$ cat src/jag_mem_pkg.sv
package jag_mem_pkg;

	// ====================
	// Bus types
	// ====================
	typedef logic [28:0] ddr_addr_t;    // DDR word address, 64-bit beats
	typedef logic [63:0] ddr_data_t;    // One DDR beat
	typedef logic [7:0]  ddr_be_t;      // Bit 7 enables the top byte
	typedef logic [23:0] abus_t;        // Console byte address
	typedef logic [31:0] cart_data_t;   // 32-bit cartridge word
	typedef logic [24:0] ioctl_addr_t;  // Host download byte address
	typedef logic [15:0] ioctl_data_t;  // Host download word
	typedef logic [7:0]  ioctl_index_t; // Slot number, low 6 bits used
	typedef logic [16:0] bios_addr_t;   // 128 KiB BIOS
	typedef logic [7:0]  bios_data_t;

	// ====================
	// Memory map
	// ====================
	// Download slots, compared against ioctl_index[5:0]
	localparam logic [5:0] ROM_SLOT    = 6'd1;
	localparam logic [5:0] BIOS_SLOT_A = 6'd0;
	localparam logic [5:0] BIOS_SLOT_B = 6'd2;

	localparam abus_t CART_LOAD_BASE = 24'h80_0000; // Cart window in console space

	// BEQ after the cart checksum, patched to BRA
	localparam bios_addr_t PATCH_ADDR   = 17'h0136E;
	localparam bios_data_t PATCH_OPCODE = 8'h60;

	// ====================
	// States
	// ====================
	typedef enum logic [1:0] {
		RD_IDLE,  // No cart read pending
		RD_ISSUE, // Request held until ack
		RD_WAIT   // Waiting for DDR data
	} rd_state_e;

	typedef enum logic [1:0] {
		GNT_NONE,
		GNT_LOADER,
		GNT_READER
	} grant_e;

endpackage

$ cat src/ddr_req_if.sv
interface ddr_req_if;
	import jag_mem_pkg::*;

	// Request side, held steady until ack
	logic      req;  // Request pending
	logic      we;   // 1 write, 0 read
	abus_t     addr; // Byte address, bits 2..0 dropped at the port
	ddr_data_t din;  // Write beat
	ddr_be_t   be;   // Write lanes

	// Taken this cycle
	logic      ack;

	modport requester (
		output req,
		output we,
		output addr,
		output din,
		output be,
		input  ack
	);

	modport arbiter (
		input  req,
		input  we,
		input  addr,
		input  din,
		input  be,
		output ack
	);

endinterface

$ cat src/cart_loader.sv
module cart_loader (
	input  logic                      clk_sys,
	input  logic                      reset,
	input  logic                      ioctl_download,
	input  logic                      ioctl_wr,
	input  jag_mem_pkg::ioctl_index_t ioctl_index,
	input  jag_mem_pkg::ioctl_data_t  ioctl_data,
	output logic                      ioctl_wait,
	output logic                      loading,
	ddr_req_if.requester              req_bus
);
	import jag_mem_pkg::*;

	logic        old_download; // Download edge detect
	logic        rom_index;
	logic        load_stb;     // Host word for the cart slot
	logic        wr_req;
	abus_t       load_addr;    // Byte address of the pending word
	ioctl_data_t word_q;
	ioctl_data_t word_bs;      // Byte-swapped word
	ddr_be_t     lane_be;

	assign rom_index = (ioctl_index[5:0] == ROM_SLOT);
	assign load_stb  = ioctl_wr && ioctl_download && rom_index;

	// ====================
	// Control
	// ====================
	always_ff @(posedge clk_sys) begin
		if (reset) begin
			old_download <= 1'b0;
			loading      <= 1'b0;
			ioctl_wait   <= 1'b0;
			wr_req       <= 1'b0;
			load_addr    <= CART_LOAD_BASE;
		end else begin
			old_download <= ioctl_download;
			if (!old_download && ioctl_download && rom_index) begin
				load_addr <= CART_LOAD_BASE; // New cart starts at the window base
				loading   <= 1'b1;
				ioctl_wait <= 1'b0;
			end
			if (wr_req && req_bus.ack) begin
				wr_req     <= 1'b0;
				ioctl_wait <= 1'b0;                    // Host may send the next word
				load_addr  <= load_addr + abus_t'(2); // One 16-bit word per write
			end
			if (load_stb) begin
				wr_req     <= 1'b1;
				ioctl_wait <= 1'b1; // Hold the host until the DDR takes it
			end
			if (old_download && !ioctl_download) begin
				loading    <= 1'b0;
				ioctl_wait <= 1'b0;
			end
		end
	end

	always_ff @(posedge clk_sys) begin
		if (load_stb)
			word_q <= ioctl_data;
	end

	// Host words arrive little-endian, the console bus is big-endian
	assign word_bs = {word_q[7:0], word_q[15:8]};

	// Lane pair from the word position in the beat
	always_comb begin
		case (load_addr[2:1])
			2'd0:    lane_be = 8'b1100_0000;
			2'd1:    lane_be = 8'b0011_0000;
			2'd2:    lane_be = 8'b0000_1100;
			default: lane_be = 8'b0000_0011;
		endcase
	end

	assign req_bus.req  = wr_req;
	assign req_bus.we   = 1'b1;
	assign req_bus.addr = load_addr;
	assign req_bus.din  = {4{word_bs}}; // Same word on every lane
	assign req_bus.be   = lane_be;

endmodule

$ cat src/flat_wrapper.sv
// flat-port wrapper written by rule: the top's interface ports become plain ports
module cart_loader_flat import jag_mem_pkg::*;
  (clk_sys, reset, ioctl_download, ioctl_wr, ioctl_index, ioctl_data, ioctl_wait, loading, req_bus_req, req_bus_we, req_bus_addr, req_bus_din, req_bus_be, req_bus_ack);
  ddr_req_if req_bus_i ();
  input  logic clk_sys;
  input  logic reset;
  input  logic ioctl_download;
  input  logic ioctl_wr;
  input  jag_mem_pkg::ioctl_index_t ioctl_index;
  input  jag_mem_pkg::ioctl_data_t ioctl_data;
  output logic ioctl_wait;
  output logic loading;
  output wire logic [$bits(req_bus_i.req)-1:0] req_bus_req;
  output wire logic [$bits(req_bus_i.we)-1:0] req_bus_we;
  output wire logic [$bits(req_bus_i.addr)-1:0] req_bus_addr;
  output wire logic [$bits(req_bus_i.din)-1:0] req_bus_din;
  output wire logic [$bits(req_bus_i.be)-1:0] req_bus_be;
  input wire logic [$bits(req_bus_i.ack)-1:0] req_bus_ack;
  assign req_bus_req = req_bus_i.req;
  assign req_bus_we = req_bus_i.we;
  assign req_bus_addr = req_bus_i.addr;
  assign req_bus_din = req_bus_i.din;
  assign req_bus_be = req_bus_i.be;
  assign req_bus_i.ack = req_bus_ack;
  cart_loader u_core (.clk_sys(clk_sys), .reset(reset), .ioctl_download(ioctl_download), .ioctl_wr(ioctl_wr), .ioctl_index(ioctl_index), .ioctl_data(ioctl_data), .ioctl_wait(ioctl_wait), .loading(loading), .req_bus(req_bus_i));
endmodule
$ cat config.mk
export PLATFORM = sky130hd
export DESIGN_NAME = cart_loader_flat
export DESIGN_NICKNAME = d
export VERILOG_FILES = /design/src/jag_mem_pkg.sv /design/src/ddr_req_if.sv /design/src/cart_loader.sv /design/src/flat_wrapper.sv
export SDC_FILE = /design/constraint.sdc
export NUM_CORES = 1
export LEC_CHECK = 0
export ABC_AREA = 1
export BUFFER_PORTS_ARGS = -buffer_cell sky130_fd_sc_hd__clkbuf_2
export CORE_UTILIZATION = 30
export CTS_BUF_LIST = sky130_fd_sc_hd__clkbuf_4
export CTS_CLUSTER_SIZE = 10
export DETAILED_ROUTE_END_ITERATION = 6
export MAX_ROUTING_LAYER = met4
export SLEW_MARGIN = 40
export SYNTH_ARGS = -nofsm -noshare
export SYNTH_HDL_FRONTEND = slang
export SYNTH_SLANG_ARGS = --single-unit
export TNS_END_PERCENT = 10
$ cat constraint.sdc
create_clock -name clk_sys -period 1.6 [get_ports clk_sys]
set_input_delay 0.32 -clock clk_sys [delete_from_list [all_inputs] [get_ports clk_sys]]
set_output_delay 0.32 -clock clk_sys [all_outputs]
set_load 0.005 [all_outputs]
* After elaboration in Yosys (flattened, before gate mapping)
Index checks and enable logic that the tools add are counted.
** Storage, ports and cells
- Flip-flop bits (word level) :: 44
- Input port bits :: 29
- Output and inout bits :: 100
- Word-level logic and storage cells :: 31
** Cells by class
- Add/subtract/negate cells :: 1
- Equal/unequal tests :: 3
- Multiplexer cells :: 8
- Reduce and logical (&&, ||, !) cells :: 13
** Operator list (count)
- two-way mux 24 bit :: 2
- adder 24 x 2 -> 24 bit (second input constant) :: 1
- case mux 8 bit (3 select lines) :: 1
- equality test 6 x 1 -> 1 bit (second input constant) :: 1
- logical AND 1 bit :: 6
- two-way mux 1 bit :: 5
- nonzero test 2 bit :: 2
- nonzero test 3 bit :: 1
- equality test 2 x 1 -> 1 bit (second input constant) :: 1
- equality test 2 bit (second input constant) :: 1
- zero test 1 bit :: 2
- zero test 2 bit :: 1
- OR reduction 2 bit :: 1

* Depth between registers and ports, before layout
- Depth after elaboration :: 6
- Gate-level depth with buffers :: 9
- Mapped depth without buffers :: 9

* Worst setup path after synthesis
Ideal clock, no wire load.
- Path type :: in2reg
- Start :: input ioctl_index[1]
- End :: register u_core.word_q[0] (enable)
- Library setup time :: 0.364 ns
- Arrival time :: 1.068 ns
- Required time :: 1.236 ns
- Slack :: 0.168 ns
- Stages :: 5
- Buffers on the path :: 0
- Path through :: inv_1 nand2_1 nor2_1 nand4_1 inv_1
** On the way
- Cells in the longest elaborated chain, start to end :: 2
** Ends and longest elaborated chain
- start, declared :: line flat_wrapper.sv:9 : input jag_mem_pkg::ioctl_index_t ioctl_index;
- equality test 6 x 1 -> 1 bit :: line cart_loader.sv:23 : assign rom_index = (ioctl_index[5:0] == ROM_SLOT);
- logical AND 1 bit :: line cart_loader.sv:24 : assign load_stb = ioctl_wr && ioctl_download && rom_index;
- via u_core.load_stb :: line cart_loader.sv:16 : logic load_stb;
- end signal, assigned :: line cart_loader.sv:61 : word_q <= ioctl_data;
- end, declared :: line cart_loader.sv:19 : ioctl_data_t word_q;
The timed path passes the listed nets, and every way through them passes these cells.
A chain may end at the register's enable or synchronous reset.

* Worst setup path after layout
- Start :: register u_core.load_addr[2] (netlist: u_core.req_bus.addr[2])
- End :: output req_bus_be[6]
** On the way
- Cells in the longest elaborated chain, start to end :: 2
- Elaborated cells between the ends (all ways) :: 4
- Classes of those cells :: eq/ne: 2; mux: 1; reduce/logical: 1
** Ends and longest elaborated chain
- start, declared :: line cart_loader.sv:18 : abus_t load_addr;
- start signal, assigned :: line cart_loader.sv:46 : load_addr <= load_addr + abus_t'(2);
- equality test 2 bit (tied with other cells) :: line cart_loader.sv:69 : case (load_addr[2:1])
- case mux 8 bit (3 select lines) * :: line cart_loader.sv:69
- end, declared :: line flat_wrapper.sv:17 : output wire logic [$bits(req_bus_i.be)-1:0] req_bus_be;
Every way passes the cells marked *; elsewhere a longest branch is shown, timed or not.

==> impl_metrics.json <==
{
  "outcome": "finished clean",
  "grt_use_total_pct": 14.49,
  "grt_first_pass_wirelength_um": 9425,
  "grt_overflow": 0,
  "p_per_area_mw_per_mm2": 578.8,
  "fillers": 879,
  "synthAdderAreaFrac_pct": 2.485,
  "r2r_slack_ns": 0.18,
  "die_y_um": 93.61,
  "maxSlewViolCount": 0,
  "synth_nets": 355,
  "seq_area_mm2": 0.001023,
  "die_area_mm2": 0.008762,
  "cts_tree": "done",
  "synth_xor_area_share_pct": 0.3479,
  "synth_compound_area_share_pct": 5.169,
  "synth_top_family_by_area": "simple AND/OR/NAND/NOR gates",
  "critical_path.top_delay_family": "flip-flops",
  "vias_per_cell": 4.342,
  "start_util_pct": 30.79,
  "drive_gt1_share_pct": 41.63,
  "routedWlPerCell_um": 12.31,
  "antenna_left": 0,
  "fin_crit_ns": 1.516,
  "rsz0062_at_grt": "false",
  "grt_max_degree": 17,
  "hpwl_um": 4976,
  "clock_path_buffers": 2,
  "ir_drop_v": 0.0002349,
  "dr_total_vias": 2219,
  "worstSetupStartpointType": "flip-flop",
  "drt-total-wl_um": 6288,
  "coreArea_mm2": 0.008175,
  "yosys-top-cells-area": "dfxtp_1 21%, edfxtp_1 19%, buf_4 16%",
  "setup_viol": 0,
  "crit_fanout": 7,
  "worstSetupEndpointType": "output port",
  "dr.pass1.iters": 6,
  "synth_mux_area_share_pct": 0,
  "p_leak_nw": 1.424,
  "criticalPathCategory": "reg2out",
  "fmax_ghz": 0.6594,
  "fin_ws_ns": 0.08358,
  "mostFrequentLayoutCells": "124 x clkbuf_2, 70 x nand2_1, 35 x nor2_1, 31 x inv_1, 25 x dfxtp_1",
  "clk_pin_slew_worst_paths_ns": 0.14,
  "cts_sinks": 43,
  "synth_area_mm2": 0.002517,
  "antenna_found_initial": 0,
  "cap_violations": 0,
  "cts.htree.levels": 2,
  "required_ns": 1.28,
  "drc": 0,
  "diodes": 0,
  "crit_chain": "buf_6 > inv_1 > ha_1 > clkbuf_2",
  "slowest_delay_ns": 0.37,
  "rows": 33,
  "boundaryPins": 129,
  "timing.final.crit_share_pct": 94.78,
  "worstSkewPairLatency_ns": 0.36,
  "die_w_um": 93.61,
  "final_nets": 439,
  "yosysTopAreaCellShare_pct": 21.47,
  "yosysTopAreaCell": "dfxtp_1",
  "fin_skew_ns": 0.01553,
  "port_buffers": 124,
  "clockRootBuffer": "clkbuf_4",
  "synth-seq-cells": 43,
  "syn_avg_cell_area_um2": 7.842,
  "grt_pass1_vias": 1992,
  "cp.buffers_inverters": 3,
  "synth_cell_types": 30,
  "synth-seq-area-share_pct": 40.56,
  "cts_buffers": 5,
  "drt_iter0_drc": 56,
  "syn2layout_area_growth_pct": 20.43,
  "netlist_instances": 321,
  "synth_simple_gate_area_share_pct": 29.22,
  "finalSetupTns_ns": 0,
  "cpMaxStageDelayCell": "dfxtp_2",
  "globalplace.congestion": 0.8365,
  "postLayoutCoreUtil_pct": 37.08,
  "final_common_cell": "clkbuf_2",
  "hold_path.class": "in2reg",
  "yosysWarnings": 0,
  "hold_viol_final": 0,
  "arrival_ns": 1.20,
  "multi_input_area_um2": 952.2,
  "cts-hold-fix-buffers": 0,
  "post-place-ws_ns": 0.09442,
  "finish.instance_area_mm2": 0.003032,
  "dpl_cell_area_mm2": 0.002965
}
[what timing repair did]
action                                  4_1_cts  5_1_grt
endpoints found under the setup margin        0       11
buffers inserted                              0        0
gates resized for setup                       0        5
[cells in the mapped netlist, drive strengths merged]
library cell   n
nand2         76
buf           58
nor2          44
inv           32
dfxtp         27
nand3         22
a21oi         19
edfxtp        16
ha             5
nand4          5
o21ai          5
nor3           3
conb           2
nand3b         2
and3           1
clkbuf         1
o22ai          1
or2            1
xor2           1
[worst reg2reg max path, stage by stage, from the launching register on]
cell and delay [ns]:
dfxtp_2 0.38, ha_1 0.19, nand2_2 0.10, nor2_4 0.15, nand2_4 0.09, nor2_8 0.13
nand3_2 0.10, a21oi_2 0.12, nand2_1 0.05
[final cells by class]
type,instances,share of cell area (%)
Multi-Input combinational cell,187,31.41
Clock inverter,3,0.4953
Sequential cell,43,33.76
Timing Repair Buffer,136,24.80
Clock buffer,5,1.238
Inverter,32,3.962
Tap cell,105,4.333
[layer usage]
metal	wire length [um]	part of all wire [%]	track usage [%]
met5	0	0	-
met4	70	1.1	4.615
met3	452	7.2	2.764
met2	3173	50	26.53
met1	2593	41	15.73
[through the flow]
stage / power, mW / hold WS (ns) / std cells
after floorplan: 1.200 / 0.4189 / 321
after global placement: 1.242 / 0.4408 / 503
after detailed placement: 1.244 / 0.4412 / 503
after CTS: 1.780 / 0.1118 / 511
after global routing: 1.830 / 0.1077 / 511
final: 1.755 / 0.1221 / 511
[state kept, by name (all words and copies together), names as in the netlist]
register	count
u_core.ioctl_wait	1
u_core.loading	1
u_core.old_download	1
u_core.req_bus.addr	23
u_core.req_bus.req	1
u_core.word_q	16
[cells by family (layout without fill, tap and decap cells)]
logic type      Yosys count  count (layout)
other cells               2               2
xor+xnor                  1               1
buf+inv                  91             176
compound gates           25              25
flops                    43              43
simple gates            154             154
fa+ha+maj                 5               5
[worst paths after layout]
check,endpoint,start,cells after the start
hold / removal,u_core.word_q[9],ioctl_data[9],1
setup reg to reg,u_core.req_bus.addr[23],u_core.req_bus.addr[1],8
hold reg to reg,u_core.loading,u_core.loading,2
setup / recovery,req_bus_be[6],u_core.req_bus.addr[2],4
[power breakdown]
| part | internal, mW | switching (mW) | total (mW) |
|---|---|---|---|
| clock | 0.164 | 0.372 | 0.536 |
| sequential | 1.14 | 0.00237 | 1.14 |
| combinational | 0.0390 | 0.0413 | 0.0803 |
No activity file was read; power rests on OpenSTA's default activity.
