### src/jag_mem_pkg.sv
package jag_mem_pkg;

	// ====================
	// Bus types
	// ====================
	typedef logic [28:0] ddr_addr_t;    // DDR word address, 64-bit beats
	typedef logic [63:0] ddr_data_t;    // One DDR beat
	typedef logic [7:0]  ddr_be_t;      // Bit 7 enables the top byte
	typedef logic [23:0] abus_t;        // Console byte address
	typedef logic [31:0] cart_data_t;   // 32-bit cartridge word
	typedef logic [24:0] ioctl_addr_t;  // Host download byte address
	typedef logic [15:0] ioctl_data_t;  // Host download word
	typedef logic [7:0]  ioctl_index_t; // Slot number, low 6 bits used
	typedef logic [16:0] bios_addr_t;   // 128 KiB BIOS
	typedef logic [7:0]  bios_data_t;

	// ====================
	// Memory map
	// ====================
	// Download slots, compared against ioctl_index[5:0]
	localparam logic [5:0] ROM_SLOT    = 6'd1;
	localparam logic [5:0] BIOS_SLOT_A = 6'd0;
	localparam logic [5:0] BIOS_SLOT_B = 6'd2;

	localparam abus_t CART_LOAD_BASE = 24'h80_0000; // Cart window in console space

	// BEQ after the cart checksum, patched to BRA
	localparam bios_addr_t PATCH_ADDR   = 17'h0136E;
	localparam bios_data_t PATCH_OPCODE = 8'h60;

	// ====================
	// States
	// ====================
	typedef enum logic [1:0] {
		RD_IDLE,  // No cart read pending
		RD_ISSUE, // Request held until ack
		RD_WAIT   // Waiting for DDR data
	} rd_state_e;

	typedef enum logic [1:0] {
		GNT_NONE,
		GNT_LOADER,
		GNT_READER
	} grant_e;

endpackage

### src/ddr_req_if.sv
interface ddr_req_if;
	import jag_mem_pkg::*;

	// Request side, held steady until ack
	logic      req;  // Request pending
	logic      we;   // 1 write, 0 read
	abus_t     addr; // Byte address, bits 2..0 dropped at the port
	ddr_data_t din;  // Write beat
	ddr_be_t   be;   // Write lanes

	// Taken this cycle
	logic      ack;

	modport requester (
		output req,
		output we,
		output addr,
		output din,
		output be,
		input  ack
	);

	modport arbiter (
		input  req,
		input  we,
		input  addr,
		input  din,
		input  be,
		output ack
	);

endinterface

### src/ddr_arbiter.sv
module ddr_arbiter #(
	parameter logic [7:0] DDR_REGION = 8'h30 // Upper DDR word address bits
) (
	input  logic                   clk_sys,
	input  logic                   reset,
	input  logic                   loading,
	input  logic                   ddr_busy,
	ddr_req_if.arbiter             loader_bus,
	ddr_req_if.arbiter             reader_bus,
	output jag_mem_pkg::ddr_addr_t ddr_addr,
	output jag_mem_pkg::ddr_data_t ddr_din,
	output jag_mem_pkg::ddr_be_t   ddr_be,
	output logic                   ddr_rd,
	output logic                   ddr_we
);
	import jag_mem_pkg::*;

	grant_e    owner;
	logic      loading_q; // Download flag one cycle late
	logic      reader_ok;
	logic      issue;     // Winner goes out this cycle
	logic      sel_we;
	abus_t     sel_addr;
	ddr_data_t sel_din;
	ddr_be_t   sel_be;

	always_ff @(posedge clk_sys) begin
		if (reset)
			loading_q <= 1'b0;
		else
			loading_q <= loading;
	end

	// Reads stay off the port for a cycle after a download closes
	assign reader_ok = !loading && !loading_q;

	// ====================
	// Grant
	// ====================
	always_comb begin
		if (loader_bus.req)
			owner = GNT_LOADER; // Download always wins
		else if (reader_bus.req && reader_ok)
			owner = GNT_READER;
		else
			owner = GNT_NONE;
	end

	always_comb begin
		if (owner == GNT_LOADER) begin
			sel_we   = loader_bus.we;
			sel_addr = loader_bus.addr;
			sel_din  = loader_bus.din;
			sel_be   = loader_bus.be;
		end else begin
			sel_we   = reader_bus.we;
			sel_addr = reader_bus.addr;
			sel_din  = reader_bus.din;
			sel_be   = reader_bus.be;
		end
	end

	assign issue = (owner != GNT_NONE) && !ddr_busy;

	// Byte address to beat address inside the console region
	assign ddr_addr = {DDR_REGION, sel_addr[23:3]};
	assign ddr_din  = sel_din;
	assign ddr_be   = sel_we ? sel_be : '1; // Controller wants all lanes on reads
	assign ddr_we   = issue && sel_we;
	assign ddr_rd   = issue && !sel_we;

	assign loader_bus.ack = issue && (owner == GNT_LOADER);
	assign reader_bus.ack = issue && (owner == GNT_READER);

endmodule

### src/flat_wrapper.sv
// flat-port wrapper written by rule: the top's interface ports become plain ports
module ddr_arbiter_flat import jag_mem_pkg::*;
#(
	parameter logic [7:0] DDR_REGION = 8'h30                               
)
  (clk_sys, reset, loading, ddr_busy, ddr_addr, ddr_din, ddr_be, ddr_rd, ddr_we, loader_bus_req, loader_bus_we, loader_bus_addr, loader_bus_din, loader_bus_be, loader_bus_ack, reader_bus_req, reader_bus_we, reader_bus_addr, reader_bus_din, reader_bus_be, reader_bus_ack);
  ddr_req_if loader_bus_i ();
  ddr_req_if reader_bus_i ();
  input  logic clk_sys;
  input  logic reset;
  input  logic loading;
  input  logic ddr_busy;
  output jag_mem_pkg::ddr_addr_t ddr_addr;
  output jag_mem_pkg::ddr_data_t ddr_din;
  output jag_mem_pkg::ddr_be_t ddr_be;
  output logic ddr_rd;
  output logic ddr_we;
  input wire logic [$bits(loader_bus_i.req)-1:0] loader_bus_req;
  input wire logic [$bits(loader_bus_i.we)-1:0] loader_bus_we;
  input wire logic [$bits(loader_bus_i.addr)-1:0] loader_bus_addr;
  input wire logic [$bits(loader_bus_i.din)-1:0] loader_bus_din;
  input wire logic [$bits(loader_bus_i.be)-1:0] loader_bus_be;
  output wire logic [$bits(loader_bus_i.ack)-1:0] loader_bus_ack;
  input wire logic [$bits(reader_bus_i.req)-1:0] reader_bus_req;
  input wire logic [$bits(reader_bus_i.we)-1:0] reader_bus_we;
  input wire logic [$bits(reader_bus_i.addr)-1:0] reader_bus_addr;
  input wire logic [$bits(reader_bus_i.din)-1:0] reader_bus_din;
  input wire logic [$bits(reader_bus_i.be)-1:0] reader_bus_be;
  output wire logic [$bits(reader_bus_i.ack)-1:0] reader_bus_ack;
  assign loader_bus_i.req = loader_bus_req;
  assign loader_bus_i.we = loader_bus_we;
  assign loader_bus_i.addr = loader_bus_addr;
  assign loader_bus_i.din = loader_bus_din;
  assign loader_bus_i.be = loader_bus_be;
  assign loader_bus_ack = loader_bus_i.ack;
  assign reader_bus_i.req = reader_bus_req;
  assign reader_bus_i.we = reader_bus_we;
  assign reader_bus_i.addr = reader_bus_addr;
  assign reader_bus_i.din = reader_bus_din;
  assign reader_bus_i.be = reader_bus_be;
  assign reader_bus_ack = reader_bus_i.ack;
  ddr_arbiter #(.DDR_REGION(DDR_REGION)) u_core (.clk_sys(clk_sys), .reset(reset), .loading(loading), .ddr_busy(ddr_busy), .loader_bus(loader_bus_i), .reader_bus(reader_bus_i), .ddr_addr(ddr_addr), .ddr_din(ddr_din), .ddr_be(ddr_be), .ddr_rd(ddr_rd), .ddr_we(ddr_we));
endmodule
### config.mk
export PLATFORM = sky130hd
export DESIGN_NAME = ddr_arbiter_flat
export DESIGN_NICKNAME = d
export VERILOG_FILES = /design/src/jag_mem_pkg.sv /design/src/ddr_req_if.sv /design/src/ddr_arbiter.sv /design/src/flat_wrapper.sv
export SDC_FILE = /design/constraint.sdc
export NUM_CORES = 1
export LEC_CHECK = 0
export BUFFER_PORTS_ARGS = -buffer_cell sky130_fd_sc_hd__buf_2
export CAP_MARGIN = 20
export CORE_AREA = 2 2 117 119
export CTS_CLUSTER_DIAMETER = 50
export DETAILED_ROUTE_END_ITERATION = 16
export DIE_AREA = 0 0 119 121
export GPL_TIMING_DRIVEN = 1
export PLACE_DENSITY_LB_ADDON = 0.2
export SLEW_MARGIN = 20
export SYNTH_ARGS = -nofsm -noshare
export SYNTH_HDL_FRONTEND = slang
export SYNTH_SLANG_ARGS = --single-unit
### constraint.sdc
create_clock -name clk_sys -period 1.1 [get_ports clk_sys]
set_input_delay 0.11 -clock clk_sys [delete_from_list [all_inputs] [get_ports clk_sys]]
set_output_delay 0.11 -clock clk_sys [all_outputs]
set_load 0.005 [all_outputs]
== After elaboration in Yosys (flattened, before gate mapping) ==
Cells that the tools add are included.

* Flip-flop bits (word level): 1
* Logic and storage cells: 22
* Input bits: 200

* Reduce and logical (&&, ||, !) cells: 12
* Multiplexer cells: 7
* Equality and inequality tests: 2

{| class="wikitable"
|+ Operators by type and width
! kind !! number
|-
| $mux 64 || 1
|-
| $mux 24 || 1
|-
| $mux 8 || 2
|-
| $logic_and 1x1->1 || 7
|-
| $logic_not 1->1 || 4
|-
| $mux 2 || 2
|-
| $eq 2x1->1 const B || 1
|-
| $eq 2x2->1 const B || 1
|-
| $reduce_bool 2->1 || 1
|-
| $mux 1 || 1
|}

== Logic depth before layout (Yosys ltp) ==
Gate-level depths: netlist of the first run.

* Depth in word-level cells: 9
* Depth in mapped cells: 5
* Gate-level depth less buffers: 2

== Worst setup path before layout of the first run ==
Ideal clock, no wire load.

* Path kind: flip-flop to output port
* Start: reg u_core.loading_q
* End: out ddr_we
* Path buffers: 0
* Data arrival time: 0.990 ns
* Cell stages (with the launch flop): 3
* Path slack: 0.000 ns
* Cells stage by stage: dfxtp_1 -> or3b_2 -> a221oi_2

* Word-level cells in the longest chain between the ends: 8
* Elaborated cells on any way between the ends: 10
* Classes of those cells: eq/ne: 1; mux: 3; reduce/logical: 6

{| class="wikitable"
|+ Ends and longest elaborated chain
! element !! line !! text
|-
| start, declared || ddr_arbiter.sv:19 || <nowiki>logic loading_q;</nowiki>
|-
| start signal, assigned || ddr_arbiter.sv:31 || <nowiki>loading_q <= loading;</nowiki>
|-
| $logic_not 1->1 (*) || ddr_arbiter.sv:35 || <nowiki>assign reader_ok = !loading && !loading_q;</nowiki>
|-
| $logic_and 1x1->1 (*) || ddr_arbiter.sv:35 ||
|-
| $logic_and 1x1->1 (*) || ddr_arbiter.sv:43 || <nowiki>else if (reader_bus.req && reader_ok)</nowiki>
|-
| $mux 2 (*) || ddr_arbiter.sv:43 ||
|-
| $mux 2 (*) || ddr_arbiter.sv:41 || <nowiki>if (loader_bus.req)</nowiki>
|-
| $eq 2x1->1 / $reduce_bool 2->1 (equally long branches) || ddr_arbiter.sv:50, ddr_arbiter.sv:63 ||
|-
| $mux 1 / $logic_and 1x1->1 (equally long branches) || ddr_arbiter.sv:50, ddr_arbiter.sv:63 ||
|-
| $logic_and 1x1->1 (*) || ddr_arbiter.sv:69 || <nowiki>assign ddr_we = issue && sel_we;</nowiki>
|-
| end, declared || flat_wrapper.sv:17 || <nowiki>output logic ddr_we;</nowiki>
|}

Every way passes the cells marked *; elsewhere a longest branch is shown, timed or not.

== Final worst setup path of the first run ==
Same ends and word-level chain as after synthesis.

==> results.md, run 1 <==
* Drt via density at 3.63
* # setup viols final at 1
* RSZ-0062 raised after global routing: yes
* Synth Area in XOR/XNOR at 0%
* Mux share of post-synthesis cell area at 76.7%
* ANT cells at 0
* Port bufs at 290
* Synth Flop Type: dfxtp_1
* Top post-synthesis cells by area: mux2_2 (76%), o22a_1 (5.5%), buf_4 (4.7%)
* Total Routing Usage GR at 8.77%
* VDD IR max at 0.157 mV
* Hold path depth at 2
* Largest fanout on the critical path at 3
* Worst hold path class: primary input to register
* Share of the synthesized area in the top cell type at 75.5%
* Inst Count DP at 589
* Top flop regs: u_core.loading_q x1
* Setup slack after layout at -62.9 ps
* Endpoint type of the worst setup path: output port
* Hpwl dp at 6400 um
* Largest delay contributor family on the critical path: simple AND/OR/NAND/NOR gates
* Starting Density at 9.69%
* Yosys warning count at 0
* Worst path max stage delay at 390 ps
* Unique cell type count in the Yosys netlist at 18
* Final antenna-violating net count at 0
* Data arrival, critical path at 1050 ps
* Total placed instance area at 2930 um2
* Synth Area in Adders at 0%
* Netlist Area Pre-Place at 1270 um2
* Global-route wire length before repair at 10400 um
* Row count at 42
* Final wirelength at 7180 um
* Synth cell count leaders: mux2_2 (85), buf_4 (8), o22a_1 (8)
* Post-synthesis compound-gate area fraction at 7.70%
* Worst slack, placed at -153 ps
* Critical Path RT at 990 ps
* Final Power at 1.13 mW
* # IOs at 305
* Largest net degree at the start of global routing at 18
* Yosys reg bits at 1
* Setup TNS Final at -62.9 ps
* Initial antenna violation count at 1
* Final Cycle Share at 106%
* Critical-path cell list: or3b_4 > a221oi_2 > buf_2
* Synthesized instance count at 125
* Max Cap Viol at 0
* Hold Path End: u_core.loading_q$_SDFF_PP0_
* Fill cells at 1458
* Largest family of logic cells by synthesized area: multiplexers
* Slew Limit Fails at 0
* Core footprint at 13100 um2
* Clk pin slew, worst setup/hold paths at 0 ps
* Share of the core filled with cells at 22.7%
* Number of global-route vias before repair at 2167
* PD cells at 380 nW/um2
* Status: finished with violations
* Worst Min Path Start: reset
* Most flops, register: u_core.loading_q
* Ys async rst share at 0%
* Initial drt markers at 27
* Die Wd at 119 um
* Vias at 2142
* Fin area at 2970 um2
* Layout area overhead at 134%
* Die area at 14400 um2
* Tmin final at 1160 ps
* Final hold vios at 0
* Drt wl/cell at 12.2 um
* GRT overflow at 0
* Die height at 121 um
* Hold buffer count at CTS at 0
* Pre-antenna DRT Iters at 4
* Most common cell in the synthesized netlist: mux2_2
* Simple logic cell fraction of the synthesized area at 2.67%
* Setup CP Type: register to output port
* Max Clk Rate at 860 MHz
* Net count reported at finish at 616
* Max stage delay cell, worst path: or3b_4
* Finished Layout Cells at 590
* Violated checks: negative setup slack
* Largest area contributor in the netlist: mux2_2
* Sequential-to-total area share from yosys stat at 1.58%
* DRC at 0
* Layout cells sized above 1 at 94.4%
* CP bufs+invs at 1
* Avg Inst Size Synth at 10.1 um2
* Number of flops mapped to enable cells by yosys at 0
* Hold slack at 272 ps
* Startpoint Class: register
* Max reg flops at 1
* Pleak at 1.63 nW
* Gpl congestion at 0.720
how the worst max path moves through the flow:
stage | start | end | slack [ps] | cells after the start
final | u_core.loading_q$_SDFF_PP0_ | ddr_we | -60 | 3
after detailed placement | u_core.loading_q$_SDFF_PP0_ | ddr_we | -150 | 3
after floorplan | u_core.loading_q$_SDFF_PP0_ | ddr_we | 0.4 | 2
after CTS | u_core.loading_q$_SDFF_PP0_ | ddr_we | -50 | 3
after global placement | u_core.loading_q$_SDFF_PP0_ | ddr_we | -140 | 3
after global routing | u_core.loading_q$_SDFF_PP0_ | ddr_we | -90 | 3
logic make-up after synthesis:
group / count (synthesis)
flip-flops: 1
AND/OR/NAND/NOR: 6
multiplexers: 86
AO/OA/AOI/OAI: 10
buffers and inverters: 20
other: 2
power by group:
group | internal, mW | total [mW] | switching, mW
registers | 0.0390 | 0.0396 | 0.000632
clock network | 0 | 0 | 0
logic | 0.702 | 1.09 | 0.387
total | 0.741 | 1.13 | 0.387
routing by layer:
layer  vias up  routed length, um  GRT usage [%]
met2       166               4020           19.4
met3         2                712           1.27
li1       1043                  -              -
met5         -                  0              0
met1       931               2430           8.92
met4         0                 13              0
timing repair:
item                       in CTS  in global routing
pin swaps                       0                  1
resized for setup               5                  0
setup endpoints to repair      92                  2
buffers inserted                0                  0
gates cloned                    1                  0
cells in the final DEF, fill, tap and decap left out, drive strengths merged:
| cell | Yosys | final |
|---|---|---|
| nor3 | 1 | 1 |
| dfxtp | 1 | 1 |
| mux2 | 86 | 86 |
| o22a | 8 | 8 |
| buf | 18 | 302 |
| nand2 | 1 | 1 |
| a211oi | 1 | 1 |
| nand2b | 1 | 1 |
| or3b | 1 | 1 |
| nor2b | 1 | 1 |
| nor2 | 1 | 1 |
| inv | 1 | 1 |
| conb | 2 | 8 |
| a221oi | 1 | 1 |
final cells by class:
| type | count | area, um2 | share of cell area, % |
|---|---|---|---|
| Timing Repair Buffer | 302 | 1590 | 53.5 |
| Multi-Input combinational cell | 110 | 1140 | 38.3 |
| Tap cell | 176 | 220 | 7.42 |
| Sequential cell | 1 | 20.0 | 0.674 |
| Inverter | 1 | 3.75 | 0.126 |
(Power assumes the default switching activity.)
==> run 2, diff against run 1 <==
Settings changed: CELL_PAD_IN_SITES_DETAIL_PLACEMENT set to 0, CELL_PAD_IN_SITES_GLOBAL_PLACEMENT set to 1.
==> run 2 against run 1 <==
  * The flow still finishes with violations (negative setup slack)
  * Global-route usage is 0.13 points higher
  * First-iteration DRC count shrank 11%
  * Hold slack better by 3.8 ps
  * Critical path type unchanged
  * Routed wire length increased by 1.7%
  * Fmax rose by 2.3%
  * Highest routed layer unchanged
  * Die area stayed put
==> results.md, run 2 (synthesized netlist as in run 1, its figures left out) <==
* Setup CP Type: register to output port
* Global-route wire length before repair at 10400 um (+0.13%)
* DRC at 0 (unchanged)
* Setup Fix Bufs, Post-CTS at 0 (unchanged)
* Final Cycle Share at 103% (-2.4 points)
* Worst hold path class: primary input to register
* VDD IR max at 0.104 mV (-34%)
* Final antenna-violating net count at 0 (unchanged)
* Largest net degree at the start of global routing at 19 (+1)
* Drt via density at 3.59 (-1.0%)
* Status: finished with violations
* ANT cells at 0 (unchanged)
* Tmin final at 1140 ps (-26.2 ps)
* Data arrival, critical path at 1030 ps (-20 ps)
* Hold buffer count at CTS at 0 (unchanged)
* Pleak at 1.65 nW (+1.3%)
* Layout cells sized above 1 at 94.5% (about the same)
* Die Wd at 119 um (unchanged)
* # IOs at 305 (unchanged)
* Hpwl dp at 6380 um (-0.20%)
* Total placed instance area at 2940 um2 (+0.43%)
* Total Routing Usage GR at 8.90% (+0.13 points)
* Share of the core filled with cells at 23.1% (+0.36 points)
* Core footprint at 13100 um2 (unchanged)
* Max reg flops at 1 (unchanged)
* Layout area overhead at 138%
* Slew Limit Fails at 0 (unchanged)
* Commonest cells after routing, fill and taps aside: buf_2 (289), mux2_2 (85), o22a_1 (8), conb_1 (8), buf_4 (7)
* Port bufs at 290 (unchanged)
* Violated checks: negative setup slack
* Met3 routed WL at 637 um (-11%)
* Net count reported at finish at 617 (+0.16%)
* Start point of the critical path: u_core.loading_q$_SDFF_PP0_
* RSZ-0062 raised after global routing: yes
* PD cells at 382 nW/um2 (+0.66%)
* Worst Min Path Start: reset
* Final wirelength at 7300 um (+1.7%)
* # setup viols final at 2 (+1)
* Metal2 WL at 4150 um (+3.3%)
* Endpoint type of the worst setup path: output port
* Vias at 2124 (-0.84%)
* Max Cap Viol at 0 (unchanged)
* Drt wl/cell at 12.3 um (+1.5%)
* Final hold vios at 0 (unchanged)
* Worst slack, placed at -175 ps (-22.2 ps)
* Die area at 14400 um2 (unchanged)
* Initial antenna violation count at 0 (-1)
* Initial drt markers at 24 (-11%)
* Critical Path RT at 990 ps (about the same)
* Number of global-route vias before repair at 2137 (-1.4%)
* Die height at 121 um (unchanged)
* Row count at 42 (unchanged)
* Most common cell after layout, fill and taps aside: buf_2
* M1 WL at 2480 um (+2.1%)
* Max Clk Rate at 880 MHz (+2.3%)
* Top flop regs: u_core.loading_q x1
* Fin area at 3020 um2 (+1.6%)
* Setup slack after layout at -36.7 ps (+26.2 ps)
* Startpoint Class: register
* Top routing layer in use: met4
* GRT overflow at 0 (unchanged)
* Setup TNS Final at -60.0 ps (+2.83 ps)
* Most flops, register: u_core.loading_q
* Starting Density at 9.69% (unchanged)
* Clk pin slew, worst setup/hold paths at 0 ps (unchanged)
* Gpl congestion at 0.797 (+11%)
* Largest fanout on the critical path at 3 (unchanged)
* Pre-antenna DRT Iters at 4 (unchanged)
* Final Power at 1.15 mW (+2.3%)
## run 2: cell types whose count changed in the layout (fill, tap and decap cells not counted), sizes merged
cell,previous run,this run
buf,302,303
## run 2: path summary, 6_finish.rpt
path / depth (start not counted) / endpoint / slack [ps]
hold / removal: 2 / u_core.loading_q$_SDFF_PP0_ / 280
setup / recovery: 3 / ddr_we / -40
## run 2: final cells by class
class	instances	area [um2]
Fill cell	1458	10100
Multi-Input combinational cell	110	1140
Inverter	1	3.75
Timing Repair Buffer	303	1640
Sequential cell	1	20.0
Tap cell	176	220
## run 2: metrics by stage
step	instances	hold slack, ps
final	591	275
after global placement	589	273
after detailed placement	589	272
after global routing	591	290
after floorplan	131	182
after CTS	591	277
## run 2: where the power goes
group	leakage, nW	total (mW)	switching, mW	internal (mW)
combinational	1.64	1.11	0.395	0.718
sequential	0.00834	0.0394	0.000459	0.0390
clock	0	0	0	0
total	1.65	1.15	0.396	0.757
## run 2: timing repair
item,CTS,global route
gates resized for setup,8,0
gates cloned,2,0
pin swaps,1,0
endpoints found under the setup margin,76,2
## run 2: worst max-delay path, stage by stage (launching register included)
cell and delay [ps]:
dfxtp_1 270, or3b_4 390, a221oi_2 220, buf_2 150
## run 2: routing by layer
layer | GRT usage [%] | vias to the layer above
met5 | 0 | -
met3 | 0.893 | 2
met1 | 8.95 | 927
met4 | 0.446 | 0
li1 | - | 1047
met2 | 19.9 | 148
