### config.mk
export PLATFORM = sky130hd
export DESIGN_NAME = cart_reader_flat
export DESIGN_NICKNAME = d
export VERILOG_FILES = /design/src/jag_mem_pkg.sv /design/src/ddr_req_if.sv /design/src/cart_reader.sv /design/src/flat_wrapper.sv
export SDC_FILE = /design/constraint.sdc
export NUM_CORES = 1
export LEC_CHECK = 0
export ABC_CLOCK_PERIOD_IN_PS = 2780
export BUFFER_PORTS_ARGS = -buffer_cell sky130_fd_sc_hd__buf_2
export CELL_PAD_IN_SITES_DETAIL_PLACEMENT = 0
export CELL_PAD_IN_SITES_GLOBAL_PLACEMENT = 2
export CORE_MARGIN = 5
export CORE_UTILIZATION = 22
export CTS_CLUSTER_SIZE = 24
export DETAILED_ROUTE_END_ITERATION = 6
export PLACE_DENSITY_LB_ADDON = 0.1
export SETUP_SLACK_MARGIN = 0.15
export SLEW_MARGIN = 30
export SYNTH_ARGS = -nofsm -noshare
export SYNTH_HDL_FRONTEND = slang
export SYNTH_SLANG_ARGS = --single-unit
### constraint.sdc
create_clock -name clk_sys -period 2.78 [get_ports clk_sys]
set_clock_uncertainty 0.15 [all_clocks]
set_input_delay 0.278 -clock clk_sys [delete_from_list [all_inputs] [get_ports clk_sys]]
set_output_delay 0.278 -clock clk_sys [all_outputs]
set_load 0.1 [all_outputs]
### src/jag_mem_pkg.sv
package jag_mem_pkg;

	// ====================
	// Bus types
	// ====================
	typedef logic [28:0] ddr_addr_t;    // DDR word address, 64-bit beats
	typedef logic [63:0] ddr_data_t;    // One DDR beat
	typedef logic [7:0]  ddr_be_t;      // Bit 7 enables the top byte
	typedef logic [23:0] abus_t;        // Console byte address
	typedef logic [31:0] cart_data_t;   // 32-bit cartridge word
	typedef logic [24:0] ioctl_addr_t;  // Host download byte address
	typedef logic [15:0] ioctl_data_t;  // Host download word
	typedef logic [7:0]  ioctl_index_t; // Slot number, low 6 bits used
	typedef logic [16:0] bios_addr_t;   // 128 KiB BIOS
	typedef logic [7:0]  bios_data_t;

	// ====================
	// Memory map
	// ====================
	// Download slots, compared against ioctl_index[5:0]
	localparam logic [5:0] ROM_SLOT    = 6'd1;
	localparam logic [5:0] BIOS_SLOT_A = 6'd0;
	localparam logic [5:0] BIOS_SLOT_B = 6'd2;

	localparam abus_t CART_LOAD_BASE = 24'h80_0000; // Cart window in console space

	// BEQ after the cart checksum, patched to BRA
	localparam bios_addr_t PATCH_ADDR   = 17'h0136E;
	localparam bios_data_t PATCH_OPCODE = 8'h60;

	// ====================
	// States
	// ====================
	typedef enum logic [1:0] {
		RD_IDLE,  // No cart read pending
		RD_ISSUE, // Request held until ack
		RD_WAIT   // Waiting for DDR data
	} rd_state_e;

	typedef enum logic [1:0] {
		GNT_NONE,
		GNT_LOADER,
		GNT_READER
	} grant_e;

endpackage

### src/ddr_req_if.sv
interface ddr_req_if;
	import jag_mem_pkg::*;

	// Request side, held steady until ack
	logic      req;  // Request pending
	logic      we;   // 1 write, 0 read
	abus_t     addr; // Byte address, bits 2..0 dropped at the port
	ddr_data_t din;  // Write beat
	ddr_be_t   be;   // Write lanes

	// Taken this cycle
	logic      ack;

	modport requester (
		output req,
		output we,
		output addr,
		output din,
		output be,
		input  ack
	);

	modport arbiter (
		input  req,
		input  we,
		input  addr,
		input  din,
		input  be,
		output ack
	);

endinterface

### src/cart_reader.sv
module cart_reader (
	input  logic                    clk_sys,
	input  logic                    reset,
	input  jag_mem_pkg::abus_t      abus,
	input  logic                    cart_ce_n,
	input  jag_mem_pkg::ddr_data_t  ddr_dout,
	input  logic                    ddr_dout_ready,
	output jag_mem_pkg::cart_data_t cart_q,
	output logic                    cart_wait_n,
	ddr_req_if.requester            req_bus
);
	import jag_mem_pkg::*;

	rd_state_e  rd_state;
	abus_t      old_abus;  // Last cycle's address
	abus_t      rd_addr;   // Address of the read in flight
	logic       old_ce_n;
	logic       rd_trig;
	logic       rd_done;   // Data beat for our read
	cart_data_t beat_half;
	cart_data_t q_hold;

	// New access on a chip enable fall or address change
	assign rd_trig = !cart_ce_n && ((old_ce_n && !cart_ce_n) || (abus != old_abus));
	assign rd_done = (rd_state == RD_WAIT) && ddr_dout_ready;

	// ====================
	// Read FSM
	// ====================
	always_ff @(posedge clk_sys) begin
		if (reset) begin
			rd_state <= RD_IDLE;
			old_ce_n <= 1'b1;
			old_abus <= '1;
		end else begin
			old_ce_n <= cart_ce_n;
			old_abus <= abus;
			case (rd_state)
				RD_IDLE:  if (rd_trig) rd_state <= RD_ISSUE;
				RD_ISSUE: if (req_bus.ack) rd_state <= RD_WAIT; // ddr_rd went out
				RD_WAIT:  if (ddr_dout_ready) rd_state <= RD_IDLE;
				default:  rd_state <= RD_IDLE;
			endcase
		end
	end

	always_ff @(posedge clk_sys) begin
		if (rd_state == RD_IDLE && rd_trig)
			rd_addr <= abus;
		if (rd_done)
			q_hold <= beat_half; // Kept for the core after wait ends
	end

	// Even longword sits in the upper half of the beat
	assign beat_half = rd_addr[2] ? ddr_dout[31:0] : ddr_dout[63:32];

	assign cart_q      = rd_done ? beat_half : q_hold;
	assign cart_wait_n = (rd_state == RD_IDLE) || rd_done; // Released in the data cycle

	assign req_bus.req  = (rd_state == RD_ISSUE);
	assign req_bus.we   = 1'b0;
	assign req_bus.addr = rd_addr;
	assign req_bus.din  = '0;
	assign req_bus.be   = '1;

endmodule

### src/flat_wrapper.sv
// flat-port wrapper written by rule: the top's interface ports become plain ports
module cart_reader_flat import jag_mem_pkg::*;
  (clk_sys, reset, abus, cart_ce_n, ddr_dout, ddr_dout_ready, cart_q, cart_wait_n, req_bus_req, req_bus_we, req_bus_addr, req_bus_din, req_bus_be, req_bus_ack);
  ddr_req_if req_bus_i ();
  input  logic clk_sys;
  input  logic reset;
  input  jag_mem_pkg::abus_t abus;
  input  logic cart_ce_n;
  input  jag_mem_pkg::ddr_data_t ddr_dout;
  input  logic ddr_dout_ready;
  output jag_mem_pkg::cart_data_t cart_q;
  output logic cart_wait_n;
  output wire logic [$bits(req_bus_i.req)-1:0] req_bus_req;
  output wire logic [$bits(req_bus_i.we)-1:0] req_bus_we;
  output wire logic [$bits(req_bus_i.addr)-1:0] req_bus_addr;
  output wire logic [$bits(req_bus_i.din)-1:0] req_bus_din;
  output wire logic [$bits(req_bus_i.be)-1:0] req_bus_be;
  input wire logic [$bits(req_bus_i.ack)-1:0] req_bus_ack;
  assign req_bus_req = req_bus_i.req;
  assign req_bus_we = req_bus_i.we;
  assign req_bus_addr = req_bus_i.addr;
  assign req_bus_din = req_bus_i.din;
  assign req_bus_be = req_bus_i.be;
  assign req_bus_i.ack = req_bus_ack;
  cart_reader u_core (.clk_sys(clk_sys), .reset(reset), .abus(abus), .cart_ce_n(cart_ce_n), .ddr_dout(ddr_dout), .ddr_dout_ready(ddr_dout_ready), .cart_q(cart_q), .cart_wait_n(cart_wait_n), .req_bus(req_bus_i));
endmodule
# Word level (Yosys, flattened, before mapping)
# Index checks and enable logic that the tools add are counted.
# word_totals
reg_bits	83
ram_bits	0
mem_count	0
romBits	0
latch_bits	0
output_inout_bits	131
# classes
mux	6
add_sub_neg	0
div	0
bitwise	0
n_lt_le_gt_ge	0
shifts	0
n_eq_ne	6
mul	0
n_reduce_logical	9
# ops
cell	count
$mux W32	2
$ne A24 B24 Y1	1
$mux W2	3
$pmux W2 S3	1
$logic_and A1 B1 Y1	4
$ne A2 B1 Y1 const B	2
$reduce_and A3 Y1	1
$eq A2 B1 Y1 const B	1
$eq A2 B2 Y1 const B	1
$logic_not A2 Y1	1
$logic_or A1 B1 Y1	2
$ne A2 B2 Y1 const B	1
$logic_not A1 Y1	1

# Longest topological paths before layout
# Gate-level depths: netlist of the first run.
# logic_depth
depth_word	6
depth_mapped	4
ltp_nobuf	4

# Worst setup path before layout of the first run
# OpenSTA, ideal clock, no wires.
# synth_path
path_type	register to output
startpoint	register u_core.rd_addr[2], in the netlist u_core.req_bus.addr[2]
endpoint	output cart_q[0]
arrival_time_ps	2954
path_buffers	2
required_ps	2352
path_slack_ps	-602
stages_incl_launch_ff	5
cell_sequence	edfxtp_1 > buf_2 > buf_2 > mux2i_1 > o21ai_1
# synth_via
elab_chain_len	2
# synth_rtl
element	line	source
start: declaration	cart_reader.sv:16	abus_t rd_addr;
start signal: assignment	cart_reader.sv:49	rd_addr <= abus;
$mux W32	cart_reader.sv:55	assign beat_half = rd_addr[2] ? ddr_dout[31:0] : ddr_dout[63:32];
$mux W32	cart_reader.sv:57	assign cart_q = rd_done ? beat_half : q_hold;
end: declaration	flat_wrapper.sv:11	output jag_mem_pkg::cart_data_t cart_q;
# Every way passes these cells.

# Worst setup path after layout of the first run
# layout_path
startpoint	register u_core.rd_state[0]
endpoint	output cart_q[22]
# layout_via
elab_chain_len	3
# layout_rtl
element	line	source
start: declaration	cart_reader.sv:14	rd_state_e rd_state;
start signal: assignment	cart_reader.sv:32	rd_state <= RD_IDLE;
start signal: assignment	cart_reader.sv:39	RD_IDLE: if (rd_trig) rd_state <= RD_ISSUE;
start signal: assignment	cart_reader.sv:40	RD_ISSUE: if (req_bus.ack) rd_state <= RD_WAIT;
$eq A2 B2 Y1	cart_reader.sv:25	assign rd_done = (rd_state == RD_WAIT) && ddr_dout_ready;
$logic_and A1 B1 Y1	cart_reader.sv:25	
$mux W32	cart_reader.sv:57	
# Every way passes these cells.

==> results.json, run 1 <==
{
  "power.switching_fraction": 0.524,
  "syn_inst": 339,
  "grt_setup_unrepaired": "false",
  "finish.cell_count_without_fillers": 739,
  "routed_wire_length_per_instance_um": 12.6,
  "place_congestion": 0.695,
  "synthAdderAreaFrac": 0,
  "worst-r2r-cell-count": 5,
  "worst_hold_slack_ns": 0.0493,
  "placed_cell_area_um2": 4750,
  "drt-initial-drc-count": 71,
  "report.final.hold_viol_count": 0,
  "whs_endpoint": "u_core.old_ce_n",
  "met2_usage": 0.159,
  "global_route.usage.met3": 0.0494,
  "seq_power_share": 0.288,
  "slew_viol_final": 0,
  "synth-async-reset-ratio": 0,
  "grt_max_degree": 45,
  "power.leakage_nw": 2.43,
  "clock_latency_at_the_later_pin_of_the_worst_skew_pair_ns": 0.35,
  "detail-route-antenna-nets": 0,
  "cp_slowest_cell": "sky130_fd_sc_hd__dfxtp_1",
  "drv.max_cap_violation_count": 0,
  "route.vias.total": 2651,
  "cp-start-kind": "flop",
  "worst_r2r_startpoint": "u_core.old_abus[6]",
  "post-synth-top-count-cell": "sky130_fd_sc_hd__buf_4",
  "synth_seq_area_share": 0.523,
  "grt_pass1_vias": 2744,
  "ratio_of_total_power_to_cell_area_nw_per_um2": 994,
  "drive_gt1_frac": 0.445,
  "holdCritPathClass": "in -> reg",
  "hpwlAfterDp_um": 7230,
  "fmaxAchievable_mhz": 399,
  "global_route_wire_length_before_repair_um": 14900,
  "total_internal_power_w": 0.00250,
  "yosysUniqueCellTypes": 26,
  "antenna_found_initial": 0,
  "gr-max-usage-layer": "met2",
  "synth_top_cells_by_area": "sky130_fd_sc_hd__dfxtp_1, sky130_fd_sc_hd__edfxtp_1, sky130_fd_sc_hd__buf_4",
  "slew_limit_headroom": 0.568,
  "yosysTopAreaCellShare": 0.325,
  "start_util": 0.221,
  "clkSlewWorstSetupHoldPaths_ns": 0.07,
  "clockPowerShare": 0.215,
  "floorplan.die.height_um": 139,
  "hold_path.startpoint": "cart_ce_n",
  "num_antenna_cells": 0,
  "numCtsBuffers": 9,
  "htree_num_levels": 3,
  "crit_required_ns": 2.35,
  "globalRouteTotalUtil": 0.0982,
  "finalPower_w": 0.00525,
  "synth-edff-count": 24,
  "dieWidth_um": 139,
  "outcome": "complete, no violations",
  "ys.flop_type": "sky130_fd_sc_hd__dfxtp_1",
  "number_of_placed_i_o_pins": 224,
  "grt_util_met1": 0.112,
  "post_synth_and_or_nand_nor_area_fraction": 0.108,
  "tightestPinTransition_ns": 0.647,
  "netlist.top_cell.by_area": "sky130_fd_sc_hd__dfxtp_1",
  "synth_top_family_by_area": "buffers and inverters",
  "post_cts_buffers": 0,
  "yosys-top-cells-count": "sky130_fd_sc_hd__buf_4, sky130_fd_sc_hd__dfxtp_1, sky130_fd_sc_hd__nand2_1, sky130_fd_sc_hd__mux2i_1, sky130_fd_sc_hd__o21ai_1",
  "per_instance_average_area_after_synthesis_um2": 10.7,
  "synthesis_to_layout_area_growth_pct": 45.4,
  "layout.nets": 607,
  "worst_case_vdd_ir_drop_v": 0.000434,
  "synth_compound_area_frac": 0.0527,
  "placed_cells": 699,
  "num-fill-cells": 1731,
  "netSwitchingPower_w": 0.00275,
  "synthMuxAreaShare": 0.0882,
  "core_area_um2": 16400,
  "final_period_minus_worst_setup_slack_ns": 2.51,
  "number_of_design_rule_violations_left_after_detail_routing": 0,
  "port-buffer-count": 150,
  "register_area_um2": 1900,
  "finalCritPeriodShare": 0.902,
  "synth_area_um2": 3630,
  "synth-xor-area-share": 0.0579,
  "fin_area_um2": 5280,
  "synth_seq_cells": 83,
  "drt_first_pass_iters": 4,
  "final_number_of_setup_violating_endpoints": 0,
  "cts.root.buffer_cell": "sky130_fd_sc_hd__clkbuf_16",
  "ctsLongestPathBuffers": 2,
  "synth.yosys.warnings": 0,
  "total_die_area_um2": 19200,
  "ff2ff_setup_slack_ns": 0.56,
  "finalWirelength_um": 9290,
  "worstPathCellList": "nand3b_4 -> buf_12 -> nand2_1 -> o21ai_4 -> buf_2",
  "timing.critical_path.arrival_ns": 2.08,
  "placementRows": 47,
  "overflow": 0,
  "critical_path.reg2reg.endpoint": "u_core.req_bus.addr[8]",
  "clock_sinks": 83,
  "timing.critical_path.fanout_max": 44,
  "setup-tns-final_ns": 0,
  "power.combinational.fraction": 0.497,
  "critical_path_max_stage_delay_ns": 0.47,
  "area_of_the_multi_input_gates_um2": 1760,
  "cts_tree": "done",
  "worst-setup-path-type": "reg -> out",
  "hold_depth": 2,
  "crit_path_end_kind": "output pin",
  "detailed_route_vias_per_instance": 3.59
}
-- power groups by stage --
stage          clock network (W)  logic (W)  registers (W)
6_report                 0.00113    0.00261        0.00151
4_1_cts                  0.00119    0.00262        0.00151
3_3_place_gp                   0    0.00258        0.00154
5_1_grt                  0.00123    0.00271        0.00153
3_5_place_dp                   0    0.00259        0.00154
2_1_floorplan                  0    0.00218        0.00170
-- cell usage in the layout (no fill, tap or decap), drive strengths merged, types with 2 or more instances in the layout --
cell type and n:
nand3 2, xor2 13, dfxtp 59, clkinv 2, clkbuf 14, edfxtp 24
nand4 2, mux2i 32, nand2 33, a21oi 2, nor2 5, buf 149
o21ai 32, clkinvlp 2, or2 25, nand2b 2, dlygate4sd3 24, xnor2 11
conb 73, nor4 3, inv 4
-- worst max-delay path, delay by kind of cell, from the launching register on --
family | cells | cell delay (ns)
AOI/OAI and AO/OA | 1 | 0.08
and+or+nand+nor | 2 | 0.39
buffers and inverters | 2 | 0.77
DFF | 1 | 0.47
-- repair_timing --
item,CTS,global route
hold endpoints to repair,40,0
endpoints found under the setup margin,0,5
hold buffers,24,0
gates resized for setup,0,5
-- state kept, by name, indices dropped and copies added (netlist names) --
signal and cells:
u_core.old_abus 24, u_core.old_ce_n 1, u_core.q_hold 32, u_core.req_bus.addr 24, u_core.rd_state 2
-- metrics by stage --
step	worst slack, ns	util
5_1_grt	0.152	0.322
6_report	0.272	0.322
4_1_cts	0.214	0.321
2_1_floorplan	0.167	-
3_5_place_dp	0.413	0.290
3_3_place_gp	0.442	0.290
-- metal layers --
metal,up-vias,routed length [um],share of wire
met1,1196,3820,0.41
met4,0,122,0.013
met3,8,909,0.098
li1,1333,-,-
met2,114,4440,0.48
met5,-,0,0
-- worst max-delay path by stage --
stage,end,start,depth (start not counted)
after floorplan,cart_q[0],u_core.req_bus.addr[2],4
after global placement,u_core.req_bus.addr[7],abus[6],6
after detailed placement,u_core.req_bus.addr[7],abus[22],6
after CTS,cart_q[22],u_core.rd_state[0],5
after global routing,cart_q[17],u_core.rd_state[0],5
final,cart_q[22],u_core.rd_state[0],5
-- cell type report --
type | count | area share
Clock buffer | 9 | 0.0426
Clock inverter | 7 | 0.00971
Inverter | 1 | 0.000710
Multi-Input combinational cell | 241 | 0.332
Sequential cell | 83 | 0.360
Tap cell | 220 | 0.0521
Timing Repair Buffer | 178 | 0.203
-- cells by family after synthesis --
logic type | count (synthesis)
xor gates and xnor gates | 24
and+or+nand+nor | 76
buffers and inverters | 86
DFF | 83
muxes | 32
AOI/OAI and AO/OA | 36
other | 2
Note: power is estimated with default switching activity, not from simulation.
==> run 2: changes to the inputs <==
Settings changed: REMOVE_ABC_BUFFERS set to 1.
==> run 2 against run 1 <==
  * Routed wire length is 1.6% lower
  * Clock-buffer cell count is 2 higher
  * First-iteration DRC count is 15% higher
  * Setup slack better by 0.20 ns
  * Die area stayed put
  * Cell area is 2.0% higher
  * Power is 8.2% higher
  * Clock power is 7% higher
  * Register-to-register slack better by 0.34 ns
  * Non-clock buffer count is 1 lower
  * Global-route usage is 0.25 points lower
  * Critical path type unchanged
  * Largest power group unchanged
  * Highest routed layer unchanged
==> results.json, run 2 (synthesis results as in run 1) <==
{
  "finalCritPeriodShare": 0.831,
  "endpoint": "cart_q[31]",
  "most_used_cells_in_the_layout_excluding_fill_and_tap_cells": "sky130_fd_sc_hd__buf_2, sky130_fd_sc_hd__conb_1, sky130_fd_sc_hd__dfxtp_1, sky130_fd_sc_hd__nand2_1, sky130_fd_sc_hd__buf_12",
  "ratio_of_total_power_to_cell_area_nw_per_um2": 1050,
  "crit_path_end_kind": "output pin",
  "worst-setup-path-type": "reg -> out",
  "cp-start-kind": "flop",
  "holdCritPathClass": "in -> reg",
  "timing.critical_path.fanout_max": 33,
  "grt_max_degree": 65,
  "largest_register_ff_count": 32,
  "htree_num_levels": 3,
  "slew_viol_final": 0,
  "hpwlAfterDp_um": 6930,
  "drive_gt1_frac": 0.380,
  "total_die_area_um2": 19200,
  "detail-route-antenna-nets": 0,
  "finish.cell_count_without_fillers": 738,
  "crit_required_ns": 2.35,
  "tightestPinTransition_ns": 0.570,
  "cts_hold_buffers": 24,
  "final_common_cell": "sky130_fd_sc_hd__buf_2",
  "dieWidth_um": 139,
  "drt_first_pass_iters": 4,
  "finalWirelength_um": 9140,
  "power.leakage_nw": 2.46,
  "clkSlewWorstSetupHoldPaths_ns": 0.06,
  "layout.nets": 606,
  "num-fill-cells": 1690,
  "antenna_found_initial": 0,
  "global_route_wire_length_before_repair_um": 14500,
  "post_cts_buffers": 0,
  "placementRows": 47,
  "start_util": 0.221,
  "outcome": "complete, no violations",
  "place_congestion": 0.726,
  "synthesis_to_layout_area_growth_pct": 48.4,
  "report.final.hold_viol_count": 0,
  "clock_sinks": 83,
  "globalRouteTotalUtil": 0.0957,
  "ctsLongestPathBuffers": 2,
  "num_antenna_cells": 0,
  "number_of_design_rule_violations_left_after_detail_routing": 0,
  "grt_pass1_vias": 2693,
  "numCtsBuffers": 9,
  "port-buffer-count": 150,
  "floorplan.die.height_um": 139,
  "overflow": 0,
  "final_number_of_setup_violating_endpoints": 0,
  "drv.max_cap_violation_count": 0,
  "cts.root.buffer_cell": "sky130_fd_sc_hd__clkbuf_16",
  "clock_latency_at_the_later_pin_of_the_worst_skew_pair_ns": 0.34,
  "final_period_minus_worst_setup_slack_ns": 2.31,
  "route.vias.total": 2636,
  "worst_r2r_startpoint": "u_core.old_abus[4]",
  "worstSetupStartpoint": "u_core.req_bus.addr[2]",
  "placed_cells": 698,
  "largest_register": "u_core.q_hold",
  "number_of_placed_i_o_pins": 224,
  "routed_wire_length_per_instance_um": 12.4,
  "ff2ff_setup_slack_ns": 0.90,
  "fmaxAchievable_mhz": 433,
  "cts-resized-gates": 0,
  "detailed_route_vias_per_instance": 3.57,
  "cts_tree": "done",
  "setup-tns-final_ns": 0,
  "critical_path.reg2reg.endpoint": "u_core.req_bus.addr[10]",
  "worst_case_vdd_ir_drop_v": 0.000395,
  "timing.critical_path.arrival_ns": 1.88,
  "slew_limit_headroom": 0.620,
  "core_area_um2": 16400,
  "finalPower_w": 0.00568,
  "grt_setup_unrepaired": "false",
  "worst-r2r-cell-count": 5,
  "drt-initial-drc-count": 82
}
-- run 2: cell types whose count changed in the layout (fill, tap and decap cells not counted), sizes merged --
cell,before,now
inv,4,3
bufinv,0,1
clkinvlp,2,1
clkinv,2,1
buf,149,153
clkbuf,14,11
-- run 2: worst min-delay path by stage --
stage | slack, ns | cells after the start | endpoint | start
after floorplan | 0.20 | 1 | u_core.rd_state[1] | reset
after global placement | 0.34 | 1 | u_core.req_bus.addr[16] | abus[16]
after detailed placement | 0.35 | 1 | u_core.req_bus.addr[23] | abus[23]
after CTS | 0.03 | 2 | u_core.old_ce_n | cart_ce_n
after global routing | 0.04 | 2 | u_core.old_ce_n | cart_ce_n
final | 0.05 | 2 | u_core.old_ce_n | cart_ce_n
-- run 2: where the power goes --
group | leakage (nW) | total [W] | internal (W) | switching [W]
logic | 1.59 | 0.00296 | 0.000790 | 0.00217
registers | 0.722 | 0.00151 | 0.00146 | 0.0000517
clock network | 0.147 | 0.00121 | 0.000725 | 0.000484
total | 2.46 | 0.00568 | 0.00297 | 0.00271
-- run 2: layer usage --
metal | GRT usage | part of all wire | up-vias
met5 | 0 | 0 | -
met2 | 0.151 | 0.47 | 114
met3 | 0.0490 | 0.097 | 11
met1 | 0.114 | 0.43 | 1182
met4 | 0.0296 | 0.012 | 0
li1 | - | - | 1329
-- run 2: worst max-delay path, cell delays in order, from the launching register on --
cell	delay, ns
sky130_fd_sc_hd__edfxtp_1	0.32
sky130_fd_sc_hd__buf_4	0.46
sky130_fd_sc_hd__mux2i_1	0.21
sky130_fd_sc_hd__o21ai_1	0.29
sky130_fd_sc_hd__buf_12	0.22
-- run 2: area by class of cell --
type,count,area [um^2],area share
flip-flops and latches,83,1900,0.353
repair buffers,177,1510,0.279
inverters,1,3.75,0.000696
clock inverters,5,60.1,0.0111
multi-input cells,241,1400,0.260
clock buffers,11,243,0.0450
well taps,220,275,0.0511
-- run 2: stage by stage --
stage | setup WS [ns] | utilization | instance area, um^2 | hold WS [ns]
finish | 0.469 | 0.329 | 5390 | 0.0484
global route | 0.291 | 0.329 | 5390 | 0.0428
CTS | 0.419 | 0.329 | 5390 | 0.0261
detailed placement | 0.727 | 0.296 | 4850 | 0.346
global placement | 0.753 | 0.296 | 4850 | 0.345
floorplan | -1.14 | - | 3290 | 0.200
